===== config.mk =====
export PLATFORM = sky130hd
export DESIGN_NAME = core
export DESIGN_NICKNAME = d
export VERILOG_FILES = /design/src/rtl/core_pkg.sv /design/src/rtl/core.sv /design/src/rtl/decode_stage.sv /design/src/rtl/execute_stage.sv /design/src/rtl/fetch_stage.sv /design/src/rtl/memory_stage.sv /design/src/rtl/writeback_stage.sv
export VERILOG_INCLUDE_DIRS = /design/src /design/src/rtl
export SDC_FILE = /design/constraint.sdc
export NUM_CORES = 2
export LEC_CHECK = 0
export ABC_AREA = 0
export ABC_CLOCK_PERIOD_IN_PS = 5700
export BUFFER_PORTS_ARGS = -buffer_cell sky130_fd_sc_hd__buf_2
export CAP_MARGIN = 20
export CELL_PAD_IN_SITES_DETAIL_PLACEMENT = 0
export CELL_PAD_IN_SITES_GLOBAL_PLACEMENT = 2
export CORE_MARGIN = 3
export CORE_UTILIZATION = 35
export CTS_BUF_LIST = sky130_fd_sc_hd__clkbuf_8
export DETAILED_ROUTE_END_ITERATION = 10
export HOLD_SLACK_MARGIN = 0.15
export PLACE_DENSITY = 0.76
export SYNTH_ARGS = -nofsm -noshare
export SYNTH_HDL_FRONTEND = slang
export SYNTH_HIERARCHICAL = 1
export SYNTH_SLANG_ARGS = --single-unit
export TNS_END_PERCENT = 10

===== constraint.sdc =====
create_clock -name clk -period 5.7 [get_ports clk]
set_clock_uncertainty 0.05 [all_clocks]
set_input_delay 0.285 -clock clk [delete_from_list [all_inputs] [get_ports clk]]
set_output_delay 0.285 -clock clk [all_outputs]
set_load 0.03 [all_outputs]

===== src/rtl/core_settings.svh =====
`ifndef CORE_SETTINGS_SVH
`define CORE_SETTINGS_SVH

// first fetch address after reset
`define CORE_RESET_PC 32'h0000_0000

// addi x0, x0, 0
`define CORE_NOP 32'h0000_0013

// data and address width
`define CORE_XLEN 32

`endif


===== src/rtl/core_pkg.sv =====
`default_nettype none

`include "core_settings.svh"

package core_pkg;

typedef logic [`CORE_XLEN-1:0] word_t;
typedef logic [4:0]            reg_addr_t;
typedef word_t [31:0]          reg_file_t;

typedef enum logic [2:0] {
    ALU_ADD, ALU_SUB, ALU_AND, ALU_OR, ALU_XOR, ALU_SLT, ALU_PASS2
} alu_op_e;

typedef enum logic [1:0] {BR_NONE, BR_EQ, BR_NE, BR_JAL} branch_e;

typedef enum logic [1:0] {WB_ALU, WB_MEM, WB_PC4} wb_sel_e;

typedef enum logic [1:0] {F_IDLE, F_WAIT, F_FULL} fetch_state_e;

typedef enum logic [1:0] {M_IDLE, M_WAIT_READY, M_WAIT_DATA} mem_state_e;

// fetch -> decode
typedef struct packed {
    logic  valid;
    word_t pc;
    word_t inst;
} id_bundle_t;

// decode -> execute
typedef struct packed {
    logic      valid;
    word_t     pc;
    alu_op_e   alu_op;
    word_t     op1;
    word_t     op2;
    word_t     rs2_data;
    word_t     imm_b;
    word_t     imm_j;
    branch_e   branch;
    logic      mem_read;
    logic      mem_write;
    logic      rf_wen;
    wb_sel_e   wb_sel;
    reg_addr_t wb_addr;
} ex_bundle_t;

// execute -> memory
typedef struct packed {
    logic      valid;
    word_t     alu_out;
    word_t     rs2_data;
    word_t     pc_plus4;
    logic      mem_read;
    logic      mem_write;
    logic      rf_wen;
    wb_sel_e   wb_sel;
    reg_addr_t wb_addr;
} mem_bundle_t;

// memory -> writeback
typedef struct packed {
    logic      valid;
    logic      rf_wen;
    reg_addr_t wb_addr;
    word_t     data;
} wb_bundle_t;

endpackage

`default_nettype wire


===== src/rtl/core.sv =====
`default_nettype none

module core (
    input  wire logic            clk,
    input  wire logic            reset,

    output logic                 inst_start,
    input  wire logic            inst_ready,
    output core_pkg::word_t      inst_addr,
    input  wire core_pkg::word_t inst,
    input  wire logic            inst_valid,

    output logic                 d_cmd_start,
    output logic                 d_cmd_write,
    input  wire logic            d_cmd_ready,
    output core_pkg::word_t      d_addr,
    output core_pkg::word_t      d_wdata,
    output core_pkg::word_t      d_wmask,
    input  wire core_pkg::word_t d_rdata,
    input  wire logic            d_rdata_valid
);

logic                  stall;
logic                  redirect;
core_pkg::word_t       redirect_pc;
core_pkg::reg_file_t   reg_file;
core_pkg::id_bundle_t  id_bundle;
core_pkg::ex_bundle_t  ex_bundle;
core_pkg::mem_bundle_t mem_bundle;
core_pkg::wb_bundle_t  wb_bundle;

// ********************
// fetch and decode
// ********************

fetch_stage u_fetch (
    .clk         (clk),
    .reset       (reset),
    .stall       (stall),
    .redirect    (redirect),
    .redirect_pc (redirect_pc),
    .inst_start  (inst_start),
    .inst_ready  (inst_ready),
    .inst_addr   (inst_addr),
    .inst        (inst),
    .inst_valid  (inst_valid),
    .id_out      (id_bundle)
);

decode_stage u_decode (
    .clk      (clk),
    .reset    (reset),
    .stall    (stall),
    .redirect (redirect),
    .id_in    (id_bundle),
    .reg_file (reg_file),
    .wb_in    (wb_bundle),
    .ex_out   (ex_bundle)
);

// ********************
// execute, memory, writeback
// ********************

execute_stage u_execute (
    .clk         (clk),
    .reset       (reset),
    .stall       (stall),
    .ex_in       (ex_bundle),
    .redirect    (redirect),
    .redirect_pc (redirect_pc),
    .mem_out     (mem_bundle)
);

memory_stage u_memory (
    .clk           (clk),
    .reset         (reset),
    .mem_in        (mem_bundle),
    .stall         (stall),
    .wb_out        (wb_bundle),
    .d_cmd_start   (d_cmd_start),
    .d_cmd_write   (d_cmd_write),
    .d_cmd_ready   (d_cmd_ready),
    .d_addr        (d_addr),
    .d_wdata       (d_wdata),
    .d_wmask       (d_wmask),
    .d_rdata       (d_rdata),
    .d_rdata_valid (d_rdata_valid)
);

writeback_stage u_writeback (
    .clk      (clk),
    .reset    (reset),
    .wb_in    (wb_bundle),
    .reg_file (reg_file)
);

endmodule

`default_nettype wire


===== src/rtl/decode_stage.sv =====
`default_nettype none

module decode_stage (
    input  wire logic                 clk,
    input  wire logic                 reset,
    input  wire logic                 stall,
    input  wire logic                 redirect,
    input  wire core_pkg::id_bundle_t id_in,
    input  wire core_pkg::reg_file_t  reg_file,
    input  wire core_pkg::wb_bundle_t wb_in,
    output core_pkg::ex_bundle_t      ex_out
);

localparam logic [6:0] OP_LUI    = 7'b0110111;
localparam logic [6:0] OP_IMM    = 7'b0010011;
localparam logic [6:0] OP_REG    = 7'b0110011;
localparam logic [6:0] OP_LOAD   = 7'b0000011;
localparam logic [6:0] OP_STORE  = 7'b0100011;
localparam logic [6:0] OP_BRANCH = 7'b1100011;
localparam logic [6:0] OP_JAL    = 7'b1101111;

core_pkg::word_t      inst;
logic [6:0]           opcode;
logic [2:0]           funct3;
logic [6:0]           funct7;
core_pkg::reg_addr_t  rs1;
core_pkg::reg_addr_t  rs2;
core_pkg::reg_addr_t  rd;
core_pkg::word_t      imm_i;
core_pkg::word_t      imm_s;
core_pkg::word_t      imm_b;
core_pkg::word_t      imm_j;
core_pkg::word_t      imm_u;
logic                 rs1_hit;
logic                 rs2_hit;
core_pkg::word_t      rs1_data;
core_pkg::word_t      rs2_data;
core_pkg::ex_bundle_t dec;

assign inst   = id_in.inst;
assign opcode = inst[6:0];
assign funct3 = inst[14:12];
assign funct7 = inst[31:25];
assign rs1    = inst[19:15];
assign rs2    = inst[24:20];
assign rd     = inst[11:7];

assign imm_i = {{20{inst[31]}}, inst[31:20]};
assign imm_s = {{20{inst[31]}}, inst[31:25], inst[11:7]};
assign imm_b = {{19{inst[31]}}, inst[31], inst[7], inst[30:25], inst[11:8], 1'b0};
assign imm_j = {{11{inst[31]}}, inst[31], inst[19:12], inst[20], inst[30:21], 1'b0};
assign imm_u = {inst[31:12], 12'b0};

// write-first: a value landing this edge is seen now
assign rs1_hit  = wb_in.valid && wb_in.rf_wen && wb_in.wb_addr == rs1 && rs1 != '0;
assign rs2_hit  = wb_in.valid && wb_in.rf_wen && wb_in.wb_addr == rs2 && rs2 != '0;
assign rs1_data = rs1_hit ? wb_in.data : reg_file[rs1];
assign rs2_data = rs2_hit ? wb_in.data : reg_file[rs2];

always_comb begin
    dec          = '0;
    dec.valid    = id_in.valid;
    dec.pc       = id_in.pc;
    dec.alu_op   = core_pkg::ALU_ADD;
    dec.op1      = rs1_data;
    dec.op2      = imm_i;
    dec.rs2_data = rs2_data;
    dec.imm_b    = imm_b;
    dec.imm_j    = imm_j;
    dec.branch   = core_pkg::BR_NONE;
    dec.wb_sel   = core_pkg::WB_ALU;
    dec.wb_addr  = rd;
    case (opcode)
        OP_LUI: begin
            dec.alu_op = core_pkg::ALU_PASS2;
            dec.op1    = '0;
            dec.op2    = imm_u;
            dec.rf_wen = 1'b1;
        end
        OP_IMM: begin
            // addi only
            dec.rf_wen = 1'b1;
            dec.valid  = id_in.valid && funct3 == 3'b000;
        end
        OP_REG: begin
            dec.op2    = rs2_data;
            dec.rf_wen = 1'b1;
            case ({funct7, funct3})
                {7'h00, 3'b000}: dec.alu_op = core_pkg::ALU_ADD;
                {7'h20, 3'b000}: dec.alu_op = core_pkg::ALU_SUB;
                {7'h00, 3'b111}: dec.alu_op = core_pkg::ALU_AND;
                {7'h00, 3'b110}: dec.alu_op = core_pkg::ALU_OR;
                {7'h00, 3'b100}: dec.alu_op = core_pkg::ALU_XOR;
                {7'h00, 3'b010}: dec.alu_op = core_pkg::ALU_SLT;
                default:         dec.valid  = 1'b0;
            endcase
        end
        OP_LOAD: begin
            dec.mem_read = 1'b1;
            dec.rf_wen   = 1'b1;
            dec.wb_sel   = core_pkg::WB_MEM;
            dec.valid    = id_in.valid && funct3 == 3'b010;
        end
        OP_STORE: begin
            dec.op2       = imm_s;
            dec.mem_write = 1'b1;
            dec.valid     = id_in.valid && funct3 == 3'b010;
        end
        OP_BRANCH: begin
            dec.op2 = rs2_data;
            case (funct3)
                3'b000:  dec.branch = core_pkg::BR_EQ;
                3'b001:  dec.branch = core_pkg::BR_NE;
                default: dec.valid  = 1'b0;
            endcase
        end
        OP_JAL: begin
            dec.branch = core_pkg::BR_JAL;
            dec.rf_wen = 1'b1;
            dec.wb_sel = core_pkg::WB_PC4;
        end
        default: dec.valid = 1'b0;
    endcase
end

always_ff @(posedge clk) begin
    if (reset || redirect) begin
        ex_out <= '0;
    end else if (!stall) begin
        ex_out <= dec;
    end
end

endmodule

`default_nettype wire


===== src/rtl/execute_stage.sv =====
`default_nettype none

module execute_stage (
    input  wire logic                 clk,
    input  wire logic                 reset,
    input  wire logic                 stall,
    input  wire core_pkg::ex_bundle_t ex_in,
    output logic                      redirect,
    output core_pkg::word_t           redirect_pc,
    output core_pkg::mem_bundle_t     mem_out
);

core_pkg::word_t alu_out;
core_pkg::word_t target;
logic            equal;
logic            taken;

always_comb begin
    case (ex_in.alu_op)
        core_pkg::ALU_SUB:   alu_out = ex_in.op1 - ex_in.op2;
        core_pkg::ALU_AND:   alu_out = ex_in.op1 & ex_in.op2;
        core_pkg::ALU_OR:    alu_out = ex_in.op1 | ex_in.op2;
        core_pkg::ALU_XOR:   alu_out = ex_in.op1 ^ ex_in.op2;
        core_pkg::ALU_SLT:   alu_out = core_pkg::word_t'($signed(ex_in.op1) < $signed(ex_in.op2));
        core_pkg::ALU_PASS2: alu_out = ex_in.op2;
        default:             alu_out = ex_in.op1 + ex_in.op2;
    endcase
end

assign equal  = ex_in.op1 == ex_in.op2;
assign taken  = ex_in.valid && ((ex_in.branch == core_pkg::BR_EQ && equal) ||
                                (ex_in.branch == core_pkg::BR_NE && !equal) ||
                                ex_in.branch == core_pkg::BR_JAL);
assign target = ex_in.pc + ((ex_in.branch == core_pkg::BR_JAL) ? ex_in.imm_j : ex_in.imm_b);

always_ff @(posedge clk) begin
    if (reset) begin
        redirect <= 1'b0;
        mem_out  <= '0;
    end else begin
        // ex_in is wrong-path while redirect is high
        redirect <= taken && !redirect && !stall;
        if (!stall) begin
            mem_out.valid     <= ex_in.valid && !redirect;
            mem_out.alu_out   <= alu_out;
            mem_out.rs2_data  <= ex_in.rs2_data;
            mem_out.pc_plus4  <= ex_in.pc + core_pkg::word_t'(4);
            mem_out.mem_read  <= ex_in.mem_read;
            mem_out.mem_write <= ex_in.mem_write;
            mem_out.rf_wen    <= ex_in.rf_wen;
            mem_out.wb_sel    <= ex_in.wb_sel;
            mem_out.wb_addr   <= ex_in.wb_addr;
        end
    end
end

always_ff @(posedge clk) begin
    if (taken && !stall) begin
        redirect_pc <= target;
    end
end

a_redirect_src: assert property (@(posedge clk) disable iff (reset)
    $rose(redirect) |-> $past(ex_in.valid))
    else $error("redirect from an invalid bundle");

endmodule

`default_nettype wire


===== src/rtl/fetch_stage.sv =====
`default_nettype none

`include "core_settings.svh"

module fetch_stage (
    input  wire logic                 clk,
    input  wire logic                 reset,
    input  wire logic                 stall,
    input  wire logic                 redirect,
    input  wire core_pkg::word_t      redirect_pc,
    output logic                      inst_start,
    input  wire logic                 inst_ready,
    output core_pkg::word_t           inst_addr,
    input  wire core_pkg::word_t      inst,
    input  wire logic                 inst_valid,
    output core_pkg::id_bundle_t      id_out
);

localparam core_pkg::id_bundle_t BUBBLE = '{valid: 1'b0, pc: `CORE_RESET_PC, inst: `CORE_NOP};

core_pkg::fetch_state_e state;
core_pkg::word_t        pc;
core_pkg::id_bundle_t   buffer;
core_pkg::id_bundle_t   fetched;
logic                   running;
logic                   discard;
logic                   take;

assign inst_start = running && state == core_pkg::F_IDLE && inst_ready && !redirect;
assign inst_addr  = pc;

// response for the current path, not one left over from a redirect
assign take    = state == core_pkg::F_WAIT && inst_valid && !discard;
assign fetched = '{valid: 1'b1, pc: pc, inst: inst};

always_ff @(posedge clk) begin
    if (reset) begin
        state   <= core_pkg::F_IDLE;
        pc      <= `CORE_RESET_PC;
        running <= 1'b0;
        discard <= 1'b0;
    end else begin
        running <= 1'b1;
        if (redirect) begin
            pc <= redirect_pc;
            if (state == core_pkg::F_WAIT && !inst_valid) begin
                discard <= 1'b1;
            end else begin
                state   <= core_pkg::F_IDLE;
                discard <= 1'b0;
            end
        end else begin
            case (state)
                core_pkg::F_IDLE: begin
                    if (inst_start) begin
                        state <= core_pkg::F_WAIT;
                    end
                end
                core_pkg::F_WAIT: begin
                    if (inst_valid) begin
                        discard <= 1'b0;
                        state   <= (take && stall) ? core_pkg::F_FULL : core_pkg::F_IDLE;
                        if (take) begin
                            pc <= pc + core_pkg::word_t'(4);
                        end
                    end
                end
                core_pkg::F_FULL: begin
                    if (!stall) begin
                        state <= core_pkg::F_IDLE;
                    end
                end
                default: state <= core_pkg::F_IDLE;
            endcase
        end
    end
end

// one-entry buffer while decode is held
always_ff @(posedge clk) begin
    if (take && stall) begin
        buffer <= fetched;
    end
end

always_ff @(posedge clk) begin
    if (reset || redirect) begin
        id_out <= BUBBLE;
    end else if (!stall) begin
        if (state == core_pkg::F_FULL) begin
            id_out <= buffer;
        end else if (take) begin
            id_out <= fetched;
        end else begin
            id_out <= BUBBLE;
        end
    end
end

// only one request outstanding
a_one_request: assert property (@(posedge clk) disable iff (reset)
    inst_start |=> (!inst_start until inst_valid))
    else $error("inst_start with a request outstanding");

endmodule

`default_nettype wire


===== src/rtl/memory_stage.sv =====
`default_nettype none

module memory_stage (
    input  wire logic                  clk,
    input  wire logic                  reset,
    input  wire core_pkg::mem_bundle_t mem_in,
    output logic                       stall,
    output core_pkg::wb_bundle_t       wb_out,
    output logic                       d_cmd_start,
    output logic                       d_cmd_write,
    input  wire logic                  d_cmd_ready,
    output core_pkg::word_t            d_addr,
    output core_pkg::word_t            d_wdata,
    output core_pkg::word_t            d_wmask,
    input  wire core_pkg::word_t       d_rdata,
    input  wire logic                  d_rdata_valid
);

core_pkg::mem_state_e state;
core_pkg::word_t      wb_data;
logic                 access;
logic                 issue;
logic                 done;

assign access = mem_in.valid && (mem_in.mem_read || mem_in.mem_write);
assign issue  = access && d_cmd_ready &&
                (state == core_pkg::M_IDLE || state == core_pkg::M_WAIT_READY);

// a write ends on acceptance, a read on its data
assign done  = (issue && mem_in.mem_write) || (state == core_pkg::M_WAIT_DATA && d_rdata_valid);
assign stall = access && !done;

assign d_cmd_start = issue;
assign d_cmd_write = mem_in.mem_write;
assign d_addr      = mem_in.alu_out;
assign d_wdata     = mem_in.rs2_data;
assign d_wmask     = '1;

always_ff @(posedge clk) begin
    if (reset) begin
        state <= core_pkg::M_IDLE;
    end else begin
        case (state)
            core_pkg::M_IDLE, core_pkg::M_WAIT_READY: begin
                if (issue) begin
                    state <= mem_in.mem_write ? core_pkg::M_IDLE : core_pkg::M_WAIT_DATA;
                end else if (access) begin
                    state <= core_pkg::M_WAIT_READY;
                end
            end
            core_pkg::M_WAIT_DATA: begin
                if (d_rdata_valid) begin
                    state <= core_pkg::M_IDLE;
                end
            end
            default: state <= core_pkg::M_IDLE;
        endcase
    end
end

always_comb begin
    case (mem_in.wb_sel)
        core_pkg::WB_MEM: wb_data = d_rdata;
        core_pkg::WB_PC4: wb_data = mem_in.pc_plus4;
        default:          wb_data = mem_in.alu_out;
    endcase
end

// bubbles to writeback while the access is pending
always_ff @(posedge clk) begin
    if (reset) begin
        wb_out <= '0;
    end else begin
        wb_out.valid   <= mem_in.valid && !stall;
        wb_out.rf_wen  <= mem_in.rf_wen;
        wb_out.wb_addr <= mem_in.wb_addr;
        wb_out.data    <= wb_data;
    end
end

a_rdata_window: assert property (@(posedge clk) disable iff (reset)
    d_rdata_valid |-> state == core_pkg::M_WAIT_DATA)
    else $error("d_rdata_valid outside M_WAIT_DATA");

endmodule

`default_nettype wire


===== src/rtl/writeback_stage.sv =====
`default_nettype none

module writeback_stage (
    input  wire logic                 clk,
    input  wire logic                 reset,
    input  wire core_pkg::wb_bundle_t wb_in,
    output core_pkg::reg_file_t       reg_file
);

logic write_en;

// x0 is hardwired
assign write_en = wb_in.valid && wb_in.rf_wen && wb_in.wb_addr != '0;

always_ff @(posedge clk) begin
    if (reset) begin
        reg_file <= '0;
    end else if (write_en) begin
        reg_file[wb_in.wb_addr] <= wb_in.data;
    end
end

a_x0_zero: assert property (@(posedge clk) disable iff (reset)
    wb_in.valid && wb_in.rf_wen && wb_in.wb_addr == '0 |=> reg_file[0] == '0)
    else $error("x0 written with %h", reg_file[0]);

endmodule

`default_nettype wire


# Word-level counts from Yosys, hierarchy flattened
# Cells that the tools add are included.
[totals]
in_bits = 70
reg_bits = 1546
[op_classes]
n_lt_le_gt_ge = 5
n_addsub = 5
bitwise_logic = 3
n_reduce_logical = 63
eq_ne = 38
mux = 48
[op_table]
columns = ["op", "count"]
rows = [
  ["bitwise mux 1024 bit", 1],
  ["2-to-1 mux 32 bit", 11],
  ["binary-select mux 32 bit (select 5 bit)", 2],
  ["case mux 32 bit (6 select lines)", 1],
  ["demux 32 bit (select 5 bit)", 1],
  ["2-to-1 mux 65 bit", 2],
  ["case mux 32 bit (3 select lines)", 1],
  ["adder 32 x 3 -> 32 bit (second input constant)", 2],
  ["adder 32 bit", 2],
  ["case mux 32 bit (2 select lines)", 1],
  ["bitwise AND 32 bit", 1],
  ["== test 32 bit", 1],
  ["less-than comparator 32 bit", 1],
  ["OR 32 bit", 1],
  ["subtractor 32 bit", 1],
  ["bitwise XOR 32 bit", 1],
  ["== test 10 x 3 -> 1 bit (second input constant)", 3],
  ["logical AND 1 bit", 30],
  ["== test 7 x 6 -> 1 bit (second input constant)", 3],
  ["2-to-1 mux 2 bit", 10],
  ["less-than comparator 5 x 6 -> 1 bit (second input constant)", 3],
  ["case mux 2 bit (2 select lines)", 4],
  ["case mux 3 bit (5 select lines)", 1],
  ["nonzero test 5 bit", 3],
  ["31 further kinds", 75],
]

# Depth between registers and ports, before layout
[logic_depth]
ltp_word = 13
ltp_mapped = 15
ltp_nobuf = 14

# Hierarchy
# The synthesis kept the hierarchy.
[by_module_without_submodules]
columns = ["mod", "area_per_inst_um2", "cells_each", "n_inst", "seq_area_each_um2"]
rows = [
  ["writeback_stage", 39016.2, 3430, 1, 20499.7],
  ["decode_stage", 23917.9, 2257, 1, 3263.1],
  ["execute_stage", 12470.7, 1585, 1, 3123.0],
  ["fetch_stage", 6682.7, 667, 1, 3943.8],
  ["memory_stage", 2452.4, 276, 1, 820.8],
]

# Worst setup path after synthesis
# No wires, ideal clock.
[synth_path]
kind = "reg2reg"
start = "reg u_decode/ex_out[114] (netlist name)"
end = "reg u_execute.redirect_pc[0] (enable)"
required_ns = 5.181
path_buffers = 1
synth_period_minus_slack_ns = 4.743
arrival_ns = 4.224
setup_slack_ns = 0.957
stages_incl_launch_ff = 9
cell_sequence = "dfxtp_1 > inv_1 > ha_1 > buf_2 > nor4_1 > nand4_1 > nor4_1 > mux2i_1 > nor3b_1"
[synth_via]
elab_chain_len = 7
elab_cells_between_ends = 8
cone_classes = "1 x eq/ne; 7 x reduce/logical"
[synth_rtl]
columns = ["item", "line_no", "source"]
rows = [
  ["start, declared", "decode_stage.sv:11", "output core_pkg::ex_bundle_t ex_out"],
  ["start signal, assigned", "decode_stage.sv:128", "ex_out <= '0;"],
  ["start signal, assigned", "decode_stage.sv:130", "ex_out <= dec;"],
  ["== test 32 bit (*)", "execute_stage.sv:30", "assign equal = ex_in.op1 == ex_in.op2;"],
  ["zero test 1 bit", "execute_stage.sv:32", "(ex_in.branch == core_pkg::BR_NE && !equal) ||"],
  ["logical AND 1 bit", "execute_stage.sv:32", ""],
  ["logical OR 1 bit (*)", "execute_stage.sv:31", "assign taken = ex_in.valid && ((ex_in.branch == core_pkg::BR_EQ && equal) ||"],
  ["logical OR 1 bit (*)", "execute_stage.sv:32", ""],
  ["logical AND 1 bit (*)", "execute_stage.sv:31", ""],
  ["logical AND 1 bit (*)", "execute_stage.sv:58", "if (taken && !stall) begin"],
  ["end signal, assigned", "execute_stage.sv:59", "redirect_pc <= target;"],
  ["end, declared", "execute_stage.sv:9", "output core_pkg::word_t redirect_pc,"],
]
# Every way passes the cells marked *; elsewhere a longest branch is shown, timed or not.
# A chain may end at the register's enable or synchronous reset.

# Final worst setup path
[layout_path]
start = "reg u_decode/ex_out[11] (netlist name)"
end = "reg u_execute.redirect_pc[28], data pin"
[layout_via]
elab_chain_len = 3
[layout_rtl]
columns = ["item", "line_no", "source"]
rows = [
  ["== test 2 bit", "execute_stage.sv:34", "assign target = ex_in.pc + ((ex_in.branch == core_pkg::BR_JAL) ? ex_in.imm_j : ex_in.imm_b);"],
  ["2-to-1 mux 32 bit", "execute_stage.sv:34", ""],
  ["adder 32 bit", "execute_stage.sv:34", ""],
  ["via u_execute.target[28]", "execute_stage.sv:14", "core_pkg::word_t target;"],
]
# The timed path passes the listed nets, and every way through them passes these cells.

==> flow_metrics.env <==
export IMPL_status="complete, no violations"
export IMPL_cap_viol_max_count=0
export IMPL_nets=8360
export IMPL_synthesis_area_sq_um=84500
export IMPL_regToRegEndpoint="u_execute/redirect_pc[28]"
export IMPL_fmax_mhz=227
export IMPL_drive_gt1_share_pct=15.9
export IMPL_critPathKind="reg2reg"
export IMPL_postLayoutCellArea_sq_um=93600
export IMPL_grt_pass1_vias=64500
export IMPL_port_buffers=168
export IMPL_hold_path_startpoint="inst[16]"
export IMPL_p_leak_nw=38.8
export IMPL_required_ps=6450
export IMPL_yosysWarningCount=6
export IMPL_worst_slew_pin_slew_ps=1350
export IMPL_fp_dieH_um=497
export IMPL_use_met2_pct=38.3
export IMPL_clock_latency_ps=1060
export IMPL_setup_tns_ps=0
export IMPL_dp_hpwl_um=198000
export IMPL_synth_distinct_cells=114
export IMPL_drtPass1Iterations=8
export IMPL_ant_nets=0
export IMPL_final_cell_mix="1433 x mux2i_1, 1424 x dfxtp_1, 1040 x nand2b_1"
export IMPL_area_delta_synth_final_pct=10.8
export IMPL_fillers=23400
export IMPL_pin_count=201
export IMPL_layout_commonest_cell="mux2i_1"
export IMPL_synth_seq_cells=1533
export IMPL_powerDensity_nw_per_um2=240
export IMPL_synth_cells=8215
export IMPL_cts_tree="done"
export IMPL_wl_per_cell_um=27.0
export IMPL_fin_crit_ps=4400
export IMPL_min_path_type="in2reg"
export IMPL_synth_edff_count=96
export IMPL_synthFlopType="dfxtp_1"
export IMPL_clockRootBuffer="clkbuf_8"
export IMPL_cts_hold_buffers=124
export IMPL_p_total_w=0.0225
export IMPL_first_iter_violations=5639
export IMPL_reg2reg_slack_ps=1300
export IMPL_start_util_pct=35.4
export IMPL_wl_um=311000
export IMPL_worst_r2r_path_depth=14
export IMPL_path_clk_slew_ps=60
export IMPL_grtUsageMet3_pct=4.51
export IMPL_hold_depth=6
export IMPL_post_dp_cell_area_sq_um=86700
export IMPL_grt_usage_pct=24.2
export IMPL_ys_seq_area_share_pct=37.4
export IMPL_antenna_found_initial=11
export IMPL_viasPerCell=5.68
export IMPL_cts_htree_levels=5
export IMPL_grt_overflow_total=0
export IMPL_cts_buffers=295
export IMPL_top_usage_layer="met2"
export IMPL_dieArea_sq_um=247000
export IMPL_fin_hold_ws_ps=209
export IMPL_grt_max_degree=215
export IMPL_crit_path_start_kind="flop"
export IMPL_yosys_area_top_type="dfxtp_1"
export IMPL_dpl_cell_count=10900
export IMPL_std_cell_rows=179
export IMPL_synth_area_per_cell_sq_um=10.3
export IMPL_grt_setup_unrepaired="no"
export IMPL_globalRouteMet1Util_pct=32.5
export IMPL_fp_coreArea_sq_um=239000
export IMPL_irDropWorstVdd_uv=147
export IMPL_die_x_um=497
export IMPL_min_period_over_period_pct=77.2
export IMPL_synth_top_area_share_pct=34.0
export IMPL_synthTopCellsByArea="dfxtp_1 34%, mux2i_1 17%, mux4_2 11%, nand2b_1 7.7%, edfxtp_1 3.4%"
export IMPL_min_delay_worst_endpoint="u_fetch/id_out[16]"
export IMPL_drv_slew=0
export IMPL_cp_max_fo=32
export IMPL_grt_pass1_wl_um=451000
export IMPL_finalSetupViolCount=0
export IMPL_cp_data_arrival_time_ps=5150
export IMPL_synthArstFlopShare_pct=0
export IMPL_final_cells=11500
export IMPL_clock_sinks=1533
export IMPL_finalHoldViolCount=0
export IMPL_r2r_start="u_decode/ex_out[11]"
export IMPL_place_congestion=0.910
export IMPL_clockBufferDepth=4
export IMPL_cts_setup_buffers=0
export IMPL_vias=65400
export IMPL_setup_worst_path_end_class="flop"
export IMPL_drc=0
export IMPL_relSlewSlack_pct=10.3
export IMPL_cts_resized=0
metal layers:
layer  share of wire (%)  vias to the layer above
met5               0.015                        -
met4                 3.8                        6
met3                 6.9                      565
met2                  46                     2336
met1                  44                    33200
li1                    -                    29300
Yosys cell counts (106+ instances only):
cell type / number
dfxtp_1: 1437
mux2i_1: 1433
nand2b_1: 1040
nor2_1: 465
clkbuf_1: 429
mux4_2: 408
a21oi_1: 356
nand2_1: 267
buf_4: 222
o21ai_0: 222
a22oi_1: 140
inv_1: 137
ha_1: 131
buf_2: 106
through the flow:
step	worst slack (ps)	utilization, %
2_1_floorplan	957	-
3_3_place_gp	1420	36.2
3_5_place_dp	1450	36.3
4_1_cts	1410	39.1
5_1_grt	1070	39.2
6_report	1300	39.2
sequential cells by signal, summed over array words and instances, names as in the netlist:
| register | flops |
|---|---|
| u_decode/ex_out | 163 |
| u_execute/mem_out | 107 |
| u_execute/redirect | 1 |
| u_execute/redirect_pc | 32 |
| u_fetch/buffer | 64 |
| u_fetch/discard | 1 |
| u_fetch/id_out | 65 |
| u_fetch/inst_addr | 32 |
| u_fetch/running | 1 |
| u_fetch/state | 2 |
| u_memory/state | 2 |
| u_memory/wb_out | 39 |
| u_writeback/reg_file | 1024 |
worst max-delay path, stage by stage, from the launching register on:
cell and delay (ps):
dfxtp_1 320, nand2_1 70, buf_4 380, mux2_2 420, fa_1 400, a21oi_1 210, o21ai_0 190, a2111oi_0 530
nor2_1 240, a211o_1 330, a221oi_2 400, o21ai_1 160, a21o_1 180, a21oi_1 180, xnor2_1 90
report_power, final:
group / internal [W] / switching, W
clock: 0.00580 / 0.00490
sequential: 0.0108 / 0.0000505
combinational: 0.000373 / 0.000539
worst max-delay path by stage:
stage          slack (ps)                  from                   endpoint
2_1_floorplan         960  u_decode/ex_out[114]   u_execute/redirect_pc[0]
3_3_place_gp         1420   u_decode/ex_out[11]  u_execute/redirect_pc[28]
3_5_place_dp         1450   u_decode/ex_out[10]  u_execute/redirect_pc[28]
4_1_cts              1410   u_decode/ex_out[10]  u_execute/redirect_pc[28]
5_1_grt              1070   u_decode/ex_out[11]  u_execute/redirect_pc[28]
6_report             1300   u_decode/ex_out[11]  u_execute/redirect_pc[28]
logic make-up (layout without fill, tap and decap cells):
group	Yosys count	in the layout	synth area share (%)
AND/OR/NAND/NOR	2262	2262	14.7
multiplexers	1903	1903	28.7
flip-flops	1533	1533	37.4
AO/OA/AOI/OAI	1246	1246	9.65
buffers and inverters	1014	1114	6.27
adder cells (fa/ha/maj)	134	134	2.01
XOR/XNOR	121	121	1.25
other	2	38	0.00888
layout make-up:
class                   instances  area, sq um  share of cell area, %
multi-input cells            5700        48000                   51.2
inverters                     142          537                  0.573
flip-flops and latches       1533        31700                   33.8
repair buffers                484         3920                   4.18
clock buffers                 354         4870                   5.20
well taps                    3167         3960                   4.23
clock inverters               134          694                  0.742
diodes                          4         10.0                 0.0107
Note: power is estimated with default switching activity, not from simulation.
